## config.mk

```make
export PLATFORM = sky130hd
export DESIGN_NAME = simple_vsi_logic
export DESIGN_NICKNAME = d
export VERILOG_FILES = /design/src/common/vsi_pkg.sv /design/src/hdl/vsi_regs.sv /design/src/hdl/sample_timebase.sv /design/src/adc/spi_adc_capture.sv /design/src/adc/sample_buffer.sv /design/src/hdl/pwm_generator.sv /design/src/hdl/simple_vsi_logic.sv
export SDC_FILE = /design/constraint.sdc
export NUM_CORES = 1
export LEC_CHECK = 0
export ABC_AREA = 1
export BUFFER_PORTS_ARGS = -buffer_cell sky130_fd_sc_hd__buf_2
export CAP_MARGIN = 15
export CORE_AREA = 5 5 216 176
export CTS_BUF_LIST = sky130_fd_sc_hd__clkbuf_4 sky130_fd_sc_hd__clkbuf_8
export CTS_CLUSTER_SIZE = 8
export DETAILED_ROUTE_END_ITERATION = 16
export DIE_AREA = 0 0 221 181
export GPL_TIMING_DRIVEN = 0
export PLACE_DENSITY = 0.83
export SYNTH_ARGS = -nofsm -noshare
export SYNTH_HDL_FRONTEND = slang
export SYNTH_SLANG_ARGS = --single-unit
```

## constraint.sdc

```tcl
create_clock -name clock -period 2.8 [get_ports clock]
set_input_delay 0.56 -clock clock [delete_from_list [all_inputs] [get_ports clock]]
set_output_delay 0.56 -clock clock [all_outputs]
set_load 0.05 [all_outputs]
```

## src/common/vsi_pkg.sv

```systemverilog
package vsi_pkg;

    localparam int N_ADC_CHANNELS = 3;
    localparam int ADC_BITS = 12;
    // two leading zeros, then the result msb first
    localparam int SPI_FRAME_BITS = 14;
    localparam int SPI_HALF_PERIOD = 2;
    localparam int SAMPLE_DEPTH = 8;
    localparam int PWM_BITS = 16;

    localparam int REG_ADDR_BITS = 3;
    localparam logic [REG_ADDR_BITS-1:0] REG_CTRL = 3'd0;
    localparam logic [REG_ADDR_BITS-1:0] REG_TB_PERIOD = 3'd1;
    localparam logic [REG_ADDR_BITS-1:0] REG_PWM_PERIOD = 3'd2;
    localparam logic [REG_ADDR_BITS-1:0] REG_DUTY_A = 3'd3;
    localparam logic [REG_ADDR_BITS-1:0] REG_DUTY_B = 3'd4;
    localparam logic [REG_ADDR_BITS-1:0] REG_DUTY_C = 3'd5;
    localparam logic [REG_ADDR_BITS-1:0] REG_SAMPLE = 3'd6;
    localparam logic [REG_ADDR_BITS-1:0] REG_STATUS = 3'd7;

    typedef struct packed {
        logic write;
        logic read;
        logic [REG_ADDR_BITS-1:0] addr;
        logic [31:0] wdata;
    } reg_req_t;

    typedef struct packed {
        logic rvalid;
        logic [31:0] rdata;
    } reg_rsp_t;

    // sense_en sits at bit 0
    typedef struct packed {
        logic irq_en;
        logic gates_en;
        logic sense_en;
    } ctrl_t;

    typedef struct packed {
        logic [1:0] channel;
        logic [ADC_BITS-1:0] data;
    } adc_sample_t;

    typedef struct packed {
        logic [PWM_BITS-1:0] period;
        logic [2:0][PWM_BITS-1:0] duty;
    } pwm_cfg_t;

endpackage

```

## src/hdl/vsi_regs.sv

```systemverilog
`timescale 1ns/1ns

module vsi_regs (
    input wire clock,
    input wire arst_n,
    input vsi_pkg::reg_req_t req,
    input vsi_pkg::adc_sample_t buf_head,
    input wire buf_nonempty,
    input wire overrun,
    input wire pwm_sync,
    output vsi_pkg::reg_rsp_t rsp,
    output vsi_pkg::ctrl_t ctrl,
    output logic [31:0] tb_period,
    output vsi_pkg::pwm_cfg_t pwm_cfg,
    output logic pop,
    output logic irq
);
    import vsi_pkg::*;

    logic irq_pending;
    logic overrun_sticky;
    logic status_wr;
    logic [31:0] read_word;

    assign status_wr = req.write && (req.addr == REG_STATUS);
    assign pop = req.read && (req.addr == REG_SAMPLE) && buf_nonempty;
    assign irq = irq_pending;

    always_comb begin
        case (req.addr)
            REG_CTRL: read_word = 32'(ctrl);
            REG_TB_PERIOD: read_word = tb_period;
            REG_PWM_PERIOD: read_word = 32'(pwm_cfg.period);
            REG_DUTY_A: read_word = 32'(pwm_cfg.duty[0]);
            REG_DUTY_B: read_word = 32'(pwm_cfg.duty[1]);
            REG_DUTY_C: read_word = 32'(pwm_cfg.duty[2]);
            // empty buffer reads as zero apart from the flag
            REG_SAMPLE: read_word = {15'd0, buf_nonempty, 2'd0,
                                     buf_nonempty ? buf_head : '0};
            default: read_word = {30'd0, overrun_sticky, irq_pending};
        endcase
    end

    always_ff @(posedge clock or negedge arst_n) begin
        if (!arst_n) begin
            ctrl <= '0;
            tb_period <= '0;
            pwm_cfg <= '0;
            rsp <= '0;
            irq_pending <= 1'b0;
            overrun_sticky <= 1'b0;
        end else begin
            rsp.rvalid <= req.read;
            if (req.read) begin
                rsp.rdata <= read_word;
            end
            if (req.write) begin
                case (req.addr)
                    REG_CTRL: ctrl <= ctrl_t'(req.wdata[2:0]);
                    REG_TB_PERIOD: tb_period <= req.wdata;
                    REG_PWM_PERIOD: pwm_cfg.period <= req.wdata[PWM_BITS-1:0];
                    REG_DUTY_A: pwm_cfg.duty[0] <= req.wdata[PWM_BITS-1:0];
                    REG_DUTY_B: pwm_cfg.duty[1] <= req.wdata[PWM_BITS-1:0];
                    REG_DUTY_C: pwm_cfg.duty[2] <= req.wdata[PWM_BITS-1:0];
                    default: ;
                endcase
            end
            // a new event wins over a clear in the same cycle
            irq_pending <= (irq_pending & ~(status_wr & req.wdata[0]))
                           | (pwm_sync & ctrl.irq_en);
            overrun_sticky <= (overrun_sticky & ~(status_wr & req.wdata[1])) | overrun;
        end
    end

endmodule

```

## src/hdl/sample_timebase.sv

```systemverilog
`timescale 1ns/1ns

module sample_timebase (
    input wire clock,
    input wire arst_n,
    input wire enable,
    input wire [31:0] period,
    output logic trigger
);

    logic [31:0] count;

    // one pulse every period+1 clocks, counter held at zero while disabled
    always_ff @(posedge clock or negedge arst_n) begin
        if (!arst_n) begin
            count <= '0;
            trigger <= 1'b0;
        end else if (!enable) begin
            count <= '0;
            trigger <= 1'b0;
        end else if (count >= period) begin
            count <= '0;
            trigger <= 1'b1;
        end else begin
            count <= count + 32'd1;
            trigger <= 1'b0;
        end
    end

endmodule

```

## src/adc/spi_adc_capture.sv

```systemverilog
`timescale 1ns/1ns

module spi_adc_capture (
    input wire clock,
    input wire arst_n,
    input wire trigger,
    input wire [vsi_pkg::N_ADC_CHANNELS-1:0] miso,
    input wire credit_return,
    output logic spi_clk,
    output logic spi_cs,
    output logic sample_valid,
    output vsi_pkg::adc_sample_t sample,
    output logic overrun
);
    import vsi_pkg::*;

    localparam int EDGES = 2 * SPI_FRAME_BITS;
    localparam int EDGE_W = $clog2(EDGES);
    localparam int DIV_W = $clog2(SPI_HALF_PERIOD + 1);
    localparam int CRED_W = $clog2(SAMPLE_DEPTH + 1);

    typedef enum logic [1:0] {ST_IDLE, ST_FRAME, ST_UNLOAD} state_t;

    state_t state;
    logic [DIV_W-1:0] div_cnt;
    logic [EDGE_W-1:0] edge_cnt;
    logic [1:0] ch_idx;
    logic [CRED_W-1:0] credits;
    logic [N_ADC_CHANNELS-1:0][ADC_BITS-1:0] shreg;
    logic half_done;

    assign half_done = (div_cnt == DIV_W'(SPI_HALF_PERIOD - 1));
    assign sample_valid = (state == ST_UNLOAD) && (credits != '0);
    assign sample.channel = ch_idx;
    assign sample.data = shreg[ch_idx];

    always_ff @(posedge clock or negedge arst_n) begin
        if (!arst_n) begin
            state <= ST_IDLE;
            spi_cs <= 1'b1;
            spi_clk <= 1'b1;
            div_cnt <= '0;
            edge_cnt <= '0;
            ch_idx <= '0;
            overrun <= 1'b0;
        end else begin
            overrun <= 1'b0;
            case (state)
                ST_IDLE: begin
                    if (trigger && credits >= CRED_W'(N_ADC_CHANNELS)) begin
                        state <= ST_FRAME;
                        spi_cs <= 1'b0;
                        div_cnt <= '0;
                        edge_cnt <= '0;
                    end else if (trigger) begin
                        overrun <= 1'b1;
                    end
                end
                ST_FRAME: begin
                    if (half_done) begin
                        div_cnt <= '0;
                        spi_clk <= ~spi_clk;
                        edge_cnt <= edge_cnt + 1'b1;
                        // last rising edge closes the frame
                        if (!spi_clk && edge_cnt == EDGE_W'(EDGES - 1)) begin
                            state <= ST_UNLOAD;
                            spi_cs <= 1'b1;
                            ch_idx <= '0;
                        end
                    end else begin
                        div_cnt <= div_cnt + 1'b1;
                    end
                end
                default: begin
                    if (sample_valid) begin
                        if (ch_idx == 2'(N_ADC_CHANNELS - 1)) begin
                            state <= ST_IDLE;
                        end else begin
                            ch_idx <= ch_idx + 2'd1;
                        end
                    end
                end
            endcase
        end
    end

    // miso taken as sclk goes high, leading zeros drop out the top
    always_ff @(posedge clock) begin
        if (state == ST_FRAME && half_done && !spi_clk) begin
            for (int ch = 0; ch < N_ADC_CHANNELS; ch++) begin
                shreg[ch] <= {shreg[ch][ADC_BITS-2:0], miso[ch]};
            end
        end
    end

    always_ff @(posedge clock or negedge arst_n) begin
        if (!arst_n) begin
            credits <= CRED_W'(SAMPLE_DEPTH);
        end else begin
            case ({credit_return, sample_valid})
                2'b10: credits <= credits + 1'b1;
                2'b01: credits <= credits - 1'b1;
                default: ;
            endcase
        end
    end

endmodule

```

## src/adc/sample_buffer.sv

```systemverilog
`timescale 1ns/1ns

module sample_buffer (
    input wire clock,
    input wire arst_n,
    input wire sample_valid,
    input vsi_pkg::adc_sample_t sample,
    input wire pop,
    output vsi_pkg::adc_sample_t head,
    output logic nonempty,
    output logic credit_return
);
    import vsi_pkg::*;

    localparam int PTR_W = $clog2(SAMPLE_DEPTH);

    adc_sample_t mem [SAMPLE_DEPTH];
    // extra msb tells full from empty
    logic [PTR_W:0] wr_ptr;
    logic [PTR_W:0] rd_ptr;

    assign nonempty = (wr_ptr != rd_ptr);
    assign head = mem[rd_ptr[PTR_W-1:0]];

    // room is guaranteed by the sender's credits
    always_ff @(posedge clock) begin
        if (sample_valid) begin
            mem[wr_ptr[PTR_W-1:0]] <= sample;
        end
    end

    always_ff @(posedge clock or negedge arst_n) begin
        if (!arst_n) begin
            wr_ptr <= '0;
            rd_ptr <= '0;
            credit_return <= 1'b0;
        end else begin
            credit_return <= pop && nonempty;
            if (sample_valid) begin
                wr_ptr <= wr_ptr + 1'b1;
            end
            if (pop && nonempty) begin
                rd_ptr <= rd_ptr + 1'b1;
            end
        end
    end

endmodule

```

## src/hdl/pwm_generator.sv

```systemverilog
`timescale 1ns/1ns

module pwm_generator (
    input wire clock,
    input wire arst_n,
    input vsi_pkg::pwm_cfg_t cfg,
    input wire gates_en,
    output logic [2:0] gates,
    output logic pwm_sync
);
    import vsi_pkg::*;

    pwm_cfg_t cfg_sh;
    logic [PWM_BITS-1:0] count;
    logic last;

    // also true for a zero period, so new settings can still load
    assign last = ({1'b0, count} + 1'b1) >= {1'b0, cfg_sh.period};

    always_ff @(posedge clock or negedge arst_n) begin
        if (!arst_n) begin
            count <= '0;
            cfg_sh <= '0;
            pwm_sync <= 1'b0;
        end else if (last) begin
            count <= '0;
            cfg_sh <= cfg;
            pwm_sync <= 1'b1;
        end else begin
            count <= count + 1'b1;
            pwm_sync <= 1'b0;
        end
    end

    always_comb begin
        for (int ph = 0; ph < 3; ph++) begin
            gates[ph] = gates_en && (count < cfg_sh.duty[ph]);
        end
    end

endmodule

```

## src/hdl/simple_vsi_logic.sv

```systemverilog
`timescale 1ns/1ns

module simple_vsi_logic (
    input wire clock,
    input wire arst_n,
    input vsi_pkg::reg_req_t req,
    input wire [2:0] ph_spi_data,
    output vsi_pkg::reg_rsp_t rsp,
    output wire irq,
    output wire gate_a,
    output wire gate_b,
    output wire gate_c,
    output wire gates_en,
    output wire ph_spi_clk,
    output wire ph_spi_cs,
    output wire user_led_a,
    output wire user_led_b
);
    import vsi_pkg::*;

    ctrl_t ctrl;
    pwm_cfg_t pwm_cfg;
    adc_sample_t sample;
    adc_sample_t buf_head;
    logic [31:0] tb_period;
    logic [2:0] gates;
    logic trigger;
    logic overrun;
    logic sample_valid;
    logic credit_return;
    logic pop;
    logic buf_nonempty;
    logic pwm_sync;

    vsi_regs regs (
        .clock(clock),
        .arst_n(arst_n),
        .req(req),
        .buf_head(buf_head),
        .buf_nonempty(buf_nonempty),
        .overrun(overrun),
        .pwm_sync(pwm_sync),
        .rsp(rsp),
        .ctrl(ctrl),
        .tb_period(tb_period),
        .pwm_cfg(pwm_cfg),
        .pop(pop),
        .irq(irq)
    );

    sample_timebase ph_timebase (
        .clock(clock),
        .arst_n(arst_n),
        .enable(ctrl.sense_en),
        .period(tb_period),
        .trigger(trigger)
    );

    spi_adc_capture ph_adc (
        .clock(clock),
        .arst_n(arst_n),
        .trigger(trigger),
        .miso(ph_spi_data),
        .credit_return(credit_return),
        .spi_clk(ph_spi_clk),
        .spi_cs(ph_spi_cs),
        .sample_valid(sample_valid),
        .sample(sample),
        .overrun(overrun)
    );

    sample_buffer samples (
        .clock(clock),
        .arst_n(arst_n),
        .sample_valid(sample_valid),
        .sample(sample),
        .pop(pop),
        .head(buf_head),
        .nonempty(buf_nonempty),
        .credit_return(credit_return)
    );

    pwm_generator gen (
        .clock(clock),
        .arst_n(arst_n),
        .cfg(pwm_cfg),
        .gates_en(ctrl.gates_en),
        .gates(gates),
        .pwm_sync(pwm_sync)
    );

    assign gate_a = gates[0];
    assign gate_b = gates[1];
    assign gate_c = gates[2];
    assign gates_en = ctrl.gates_en;

    assign user_led_a = ctrl.sense_en;
    assign user_led_b = ctrl.gates_en;

endmodule

```

# Word-level counts from Yosys, hierarchy flattened
# Memories as Yosys holds them, arrays and structs flattened.
# Cells that the tools add are included.
totals:
  n_memories: 1
  out_inout_bits: 42
  in_bits: 42
  register_bits: 311
  wordCells: 152
  ramBits: 112
classes:
  muxes: 37
  reduce_logical: 33
  bitwise: 11
  n_eq_ne: 19
  addsub: 10
  n_lt_le_gt_ge: 7
mem_list:
  columns: ["name", "depth", "word_bits", "read_ports", "rd_ports_with_merged_regs", "write_ports", "line_no", "text"]
  rows:
  - ["samples.mem", 8, 14, 1, 0, 1, "sample_buffer.sv:17", "adc_sample_t mem [SAMPLE_DEPTH];"]
ops:
  columns: ["op", "n"]
  rows:
  - ["one-hot mux 32 bit (7 select lines)", 1]
  - ["2-to-1 mux 32 bit", 2]
  - ["less-than comparator 16 bit", 3]
  - ["adder 32 x 1 -> 32 bit (second input constant)", 1]
  - ["greater-or-equal comparator 32 bit", 1]
  - ["binary-select mux 12 bit (select 2 bit)", 1]
  - ["2-to-1 mux 2 bit", 11]
  - ["adder 16 x 1 -> 17 bit (second input constant)", 1]
  - ["greater-or-equal comparator 17 x 16 -> 1 bit", 1]
  - ["adder 16 x 1 -> 16 bit (second input constant)", 1]
  - ["2-to-1 mux 16 bit", 1]
  - ["AND reduction 2 bit", 8]
  - ["2-to-1 mux 14 bit", 1]
  - ["adder 4 x 1 -> 4 bit (second input constant)", 3]
  - ["equality test 3 bit (second input constant)", 4]
  - ["logical AND 1 bit", 12]
  - ["2-to-1 mux 12 bit", 1]
  - ["one-hot mux 2 bit (2 select lines)", 3]
  - ["2-to-1 mux 1 bit", 11]
  - ["2-to-1 mux 5 bit", 2]
  - ["one-hot mux 5 bit (2 select lines)", 1]
  - ["AND reduction 5 bit", 2]
  - ["one-hot mux 4 bit (2 select lines)", 1]
  - ["equality test 2 x 1 -> 1 bit (second input constant)", 3]
  - ["other kinds (24)", 41]

# Logic depth before layout (Yosys ltp)
depth:
  ltp_word: 6
  mapped_depth: 22
  depth_no_buf: 21

# Cells and area by module
# Synthesis repeated with hierarchy kept, for this count alone.
unflattened:
  cells_unflattened: 2430
  hier_area_um2: 21469.3
modules_own_cells:
  columns: ["mod", "seq_area_each_um2", "cells_per_inst", "n_inst", "area_per_inst_um2"]
  rows:
  - ["vsi_regs", 3353.2, 731, 1, 5949.5]
  - ["pwm_generator", 2026.9, 666, 1, 5417.7]
  - ["sample_buffer", 3588.4, 415, 1, 4917.2]
  - ["sample_timebase", 825.8, 398, 1, 2797.7]
  - ["spi_adc_capture", 1535.2, 219, 1, 2379.8]
  - ["simple_vsi_logic", 0.0, 1, 1, 7.5]

# Least setup slack after synthesis
# OpenSTA, ideal clock, no wires.
synth_timing:
  path_kind: "register -> register"
  from: "register ph_adc.state[1]"
  to: "register ph_adc.shreg[0] (netlist name), enable pin"
  synth_period_minus_slack_ns: 2.799
  required_time_ns: 2.371
  slack_ns: 0.001
  path_stages_with_launch: 6
  arrival_time_ns: 2.370
  setup_ns: 0.429
  path_buffers: 0
  path_cell_list: "dfrtp_1 > nor2_2 > nand2_1 > nor2_2 > inv_1 > nor2_1"
synth_between:
  elab_chain_cells: 3
synth_rtl:
  columns: ["item", "line_no", "text"]
  rows:
  - ["from (decl)", "spi_adc_capture.sv:24", "state_t state;"]
  - ["from (signal assigned)", "spi_adc_capture.sv:39", "state <= ST_IDLE;"]
  - ["from (signal assigned)", "spi_adc_capture.sv:51", "state <= ST_FRAME;"]
  - ["from (signal assigned)", "spi_adc_capture.sv:66", "state <= ST_UNLOAD;"]
  - ["equality test 2 x 1 -> 1 bit", "spi_adc_capture.sv:89", "if (state == ST_FRAME && half_done && !spi_clk) begin"]
  - ["logical AND 1 bit (2 in series)", "spi_adc_capture.sv:89", null]
  - ["to (signal, indexed assignment)", "spi_adc_capture.sv:91", "shreg[ch] <= {shreg[ch][ADC_BITS-2:0], miso[ch]};"]
  - ["to (decl)", "spi_adc_capture.sv:29", "logic [N_ADC_CHANNELS-1:0][ADC_BITS-1:0] shreg;"]
# Every way passes these cells.
# A chain may end at the register's enable or synchronous reset.

# Worst setup path in the final report
layout_timing:
  from: "register gen.count[8]"
  to: "register gen.cfg_sh[32] (netlist name)"
layout_between:
  elab_chain_cells: 2
layout_rtl:
  columns: ["item", "line_no", "text"]
  rows:
  - ["from (decl)", "pwm_generator.sv:14", "logic [PWM_BITS-1:0] count;"]
  - ["from (signal assigned)", "pwm_generator.sv:30", "count <= count + 1'b1;"]
  - ["adder 16 x 1 -> 17 bit", "pwm_generator.sv:18", "assign last = ({1'b0, count} + 1'b1) >= {1'b0, cfg_sh.period};"]
  - ["greater-or-equal comparator 17 x 16 -> 1 bit", "pwm_generator.sv:18", null]
  - ["to (signal assigned)", "pwm_generator.sv:27", "cfg_sh <= cfg;"]
  - ["to (decl)", "pwm_generator.sv:13", "pwm_cfg_t cfg_sh;"]
# Every way passes these cells.

==> run metrics <==
Placed Cells incl. Taps=2803; CTS tree=done; crit-path cells=nand2_1, inv_1, nand4_4, nor2_4, nand3_2, xor2_2, inv_1, ha_1, nand2_1, nor2_1, a31o_2, a21oi_4, buf_4, nand2_4, buf_6, nand2_1, nand2_1; Core Box Area=35530 um2; final worst slack=-0.3085 ns; outcome=finished, violations left; clk root buf=clkbuf_8; layout cells sized above 1=0.1768; Via Count=17620; largest net degree at the start of global routing=122; Startpoint Class=register; Final setup viols=84; CP max FO=10; Die Span Y=181 um; slowest CP cell=dfrtp_1; Worst Max-Slew Pin Slew=1.264 ns; Die Span X=221 um; final slew viol count=0; Post-Syn Instances=2234; Comb pwr share=0.338; Non-Filler Instances=2974; Most common cell on crit path=nand2_1; vias in the first global route=16970; DRT iter0 DRCs=2331; Final nets=2585; total power=20.44 mW; hold path start=ph_spi_data[2]; Tmin final=3.109 ns; Via density=5.925; Critical Path RT=3.28 ns; initial antenna violation count=1; reg2reg end=gen.cfg_sh[32]; final hold vios=0; P per Cell Area=847.0 nW/um2; multi-input combinational cell area=8272 um2; worst reg2reg path startpoint=gen.count[8]; GRT Overall Usage=0.2883; commonest cells after routing, fill and taps aside=556 x nand2_1, 261 x dfrtp_1, 214 x inv_1, 205 x nor2_1, 167 x o21ai_0; Final Skew=0.03715 ns; Netlist cell types=47; clock transition at the registers of the reported paths=0.06 ns; LEAKAGE=11.27 nW; Clk pwr share=0.277; synthesized flop and latch total=423; sw power=7.591 mW; first-pass GRT wire length=91890 um; area grow syn2layout=18.55%; crit end category=register; P_int=12.85 mW; DR pass1 iterations=7; Synth Cell Area=20360 um2; worst path bufs/invs=4; main flop type after synthesis=dfrtp_1; Max IR drop VDD=363.0 uV; Final HPWL DP=41620 um; r2r worst-path depth=17; hold depth=1; RSZ-0062 raised after global routing=true; Post-synth ARST share=0.6501; fmax=0.3217 GHz; Layout fillers=2634; Placer Congestion=0.9499; Post-synth EDFFs=148; syn avg cell area=9.112 um2; DRC=0; # rows=62; Seq/Total Area, Yosys=0.5566; Worst path top cell family by delay=simple AND/OR/NAND/NOR gates; worst skew pair latency=0.62 ns; hold endpoint=ph_adc.shreg[24]; Congestion Overflow GR=0; IO Count=84; IO Port Bufs=82; clk buf depth=3; clock sink count=423; yosys warns=0; Setup TNS Final=-20.43 ns; Reg2Reg Setup Slack=-0.31 ns; # H-tree levels=3; Slew HR=0.1501; CP max stage delay=0.52 ns; initial core utilization=0.5729; Post-Route WL=61480 um; DR WL/cell=20.67 um; max_cap viols=0; TritonCTS buffer count=70; register area=11340 um2; die area=40000 um2; part of the power in registers=0.385; Final Cycle Share=1.110; HP Class=primary input to register; Arrival @ worst endpoint=3.59 ns; commonest non-fill, non-tap cell in the layout=nand2_1; Routed Antenna Nets=0; # diodes=0; failing checks=negative setup slack; WS Path Type=register to register; Syn Nets=2379; switching portion of total power=0.3714
[power by group through the flow]
stage               sequential [mW]  clock [mW]  combinational, mW
CTS                            7.80        5.68               6.17
finish                         7.86        5.67               6.91
global placement               7.91           0               5.06
detailed placement             7.93           0               5.30
floorplan                      7.98           0               3.43
global route                   7.92        6.00               7.51
[sequential cells by signal (all words and copies together) (netlist names), 2 cells and up]
signal             flops
samples.wr_ptr         4
gen.cfg_sh            64
ph_timebase.count     32
ph_adc.div_cnt         2
ph_adc.state           2
regs.tb_period        32
ph_adc.shreg          36
regs.ctrl              3
gen.count             16
ph_adc.ch_idx          2
samples.mem          112
samples.rd_ptr         4
ph_adc.credits         4
regs.pwm_cfg          64
ph_adc.edge_cnt        5
regs.rsp              33
[cells in the mapped netlist, drive strengths merged, types with 5 or more instances]
cell type,number,area (um2)
nand2,584,2195
dfrtp,272,6807
nor2,227,867.1
inv,219,822.0
o21ai,175,875.8
edfxtp,148,4444
nand3,143,770.7
ha,102,1276
a21oi,71,359.1
buf,46,290.3
clkbuf,45,171.4
o22ai,28,175.2
o31ai,27,202.7
nor3,25,130.1
nand4,21,137.6
xor2,18,157.7
or2,12,75.07
o21a,11,82.58
nand3b,10,75.07
a22oi,7,52.55
xnor2,5,43.79
[worst register-to-register path, cell delays in order, from the launching register on]
cell	delay, ns
dfrtp_1	0.52
nand2_1	0.09
inv_1	0.13
nand4_4	0.19
nor2_4	0.22
nand3_2	0.11
xor2_2	0.18
inv_1	0.07
ha_1	0.30
nand2_1	0.10
nor2_1	0.05
a31o_2	0.25
a21oi_4	0.19
buf_4	0.16
nand2_4	0.08
buf_6	0.18
nand2_1	0.10
nand2_1	0.07
[cells by family after synthesis]
family	synth area share
compound gates	0.09570
xor+xnor	0.009896
fa+ha+maj	0.06368
buf+inv	0.06380
flops	0.5566
simple gates	0.2103
[stage by stage]
stage          instance area (um2)  hold slack [ns]  setup slack (ns)  utilization
4_1_cts                      23680          0.09757           -0.1955       0.6665
6_report                     24130           0.1257           -0.3085       0.6792
2_1_floorplan                20360           0.2644         0.0006646            -
3_5_place_dp                 21490           0.4354           -0.6579       0.6050
5_1_grt                      24130           0.1073           -0.4370       0.6792
3_3_place_gp                 21370           0.4295            -3.819       0.6014
[layer usage]
| metal | vias up | track usage | part of all wire |
|---|---|---|---|
| met5 | - | 0 | 0.00021 |
| met4 | 2 | 0.1029 | 0.041 |
| met3 | 201 | 0.08178 | 0.13 |
| met2 | 1125 | 0.4309 | 0.44 |
| met1 | 8449 | 0.4076 | 0.39 |
| li1 | 7843 | - | - |
[final cells by class]
type                    count  share of cell area
plain buffers              91             0.02447
clock buffers             116             0.05760
clock inverters            10            0.002592
inverters                 223             0.03479
multi-input cells        1498              0.3428
flip-flops and latches    423              0.4701
well taps                 480             0.02489
repair buffers            133             0.04283
[worst max-delay path by stage]
stage | to | depth (start not counted) | slack [ns] | startpoint
3_3_place_gp | ph_adc.edge_cnt[0] | 1 | -3.82 | arst_n
6_report | gen.cfg_sh[32] | 17 | -0.31 | gen.count[8]
2_1_floorplan | ph_adc.shreg[0] | 5 | 0.0007 | ph_adc.state[1]
5_1_grt | gen.cfg_sh[31] | 22 | -0.44 | gen.count[2]
4_1_cts | gen.cfg_sh[7] | 19 | -0.20 | gen.count[0]
3_5_place_dp | gen.cfg_sh[39] | 22 | -0.66 | gen.count[2]
[repair_timing]
item | CTS | global route
setup buffers | 20 | 13
setup endpoints to repair | 84 | 84
pin swaps | 16 | 36
cloned | 7 | 2
resized for setup | 111 | 74
hold buffers | 1 | 0
endpoints found under the hold margin | 36 | 0
(Power assumes the default switching activity.)
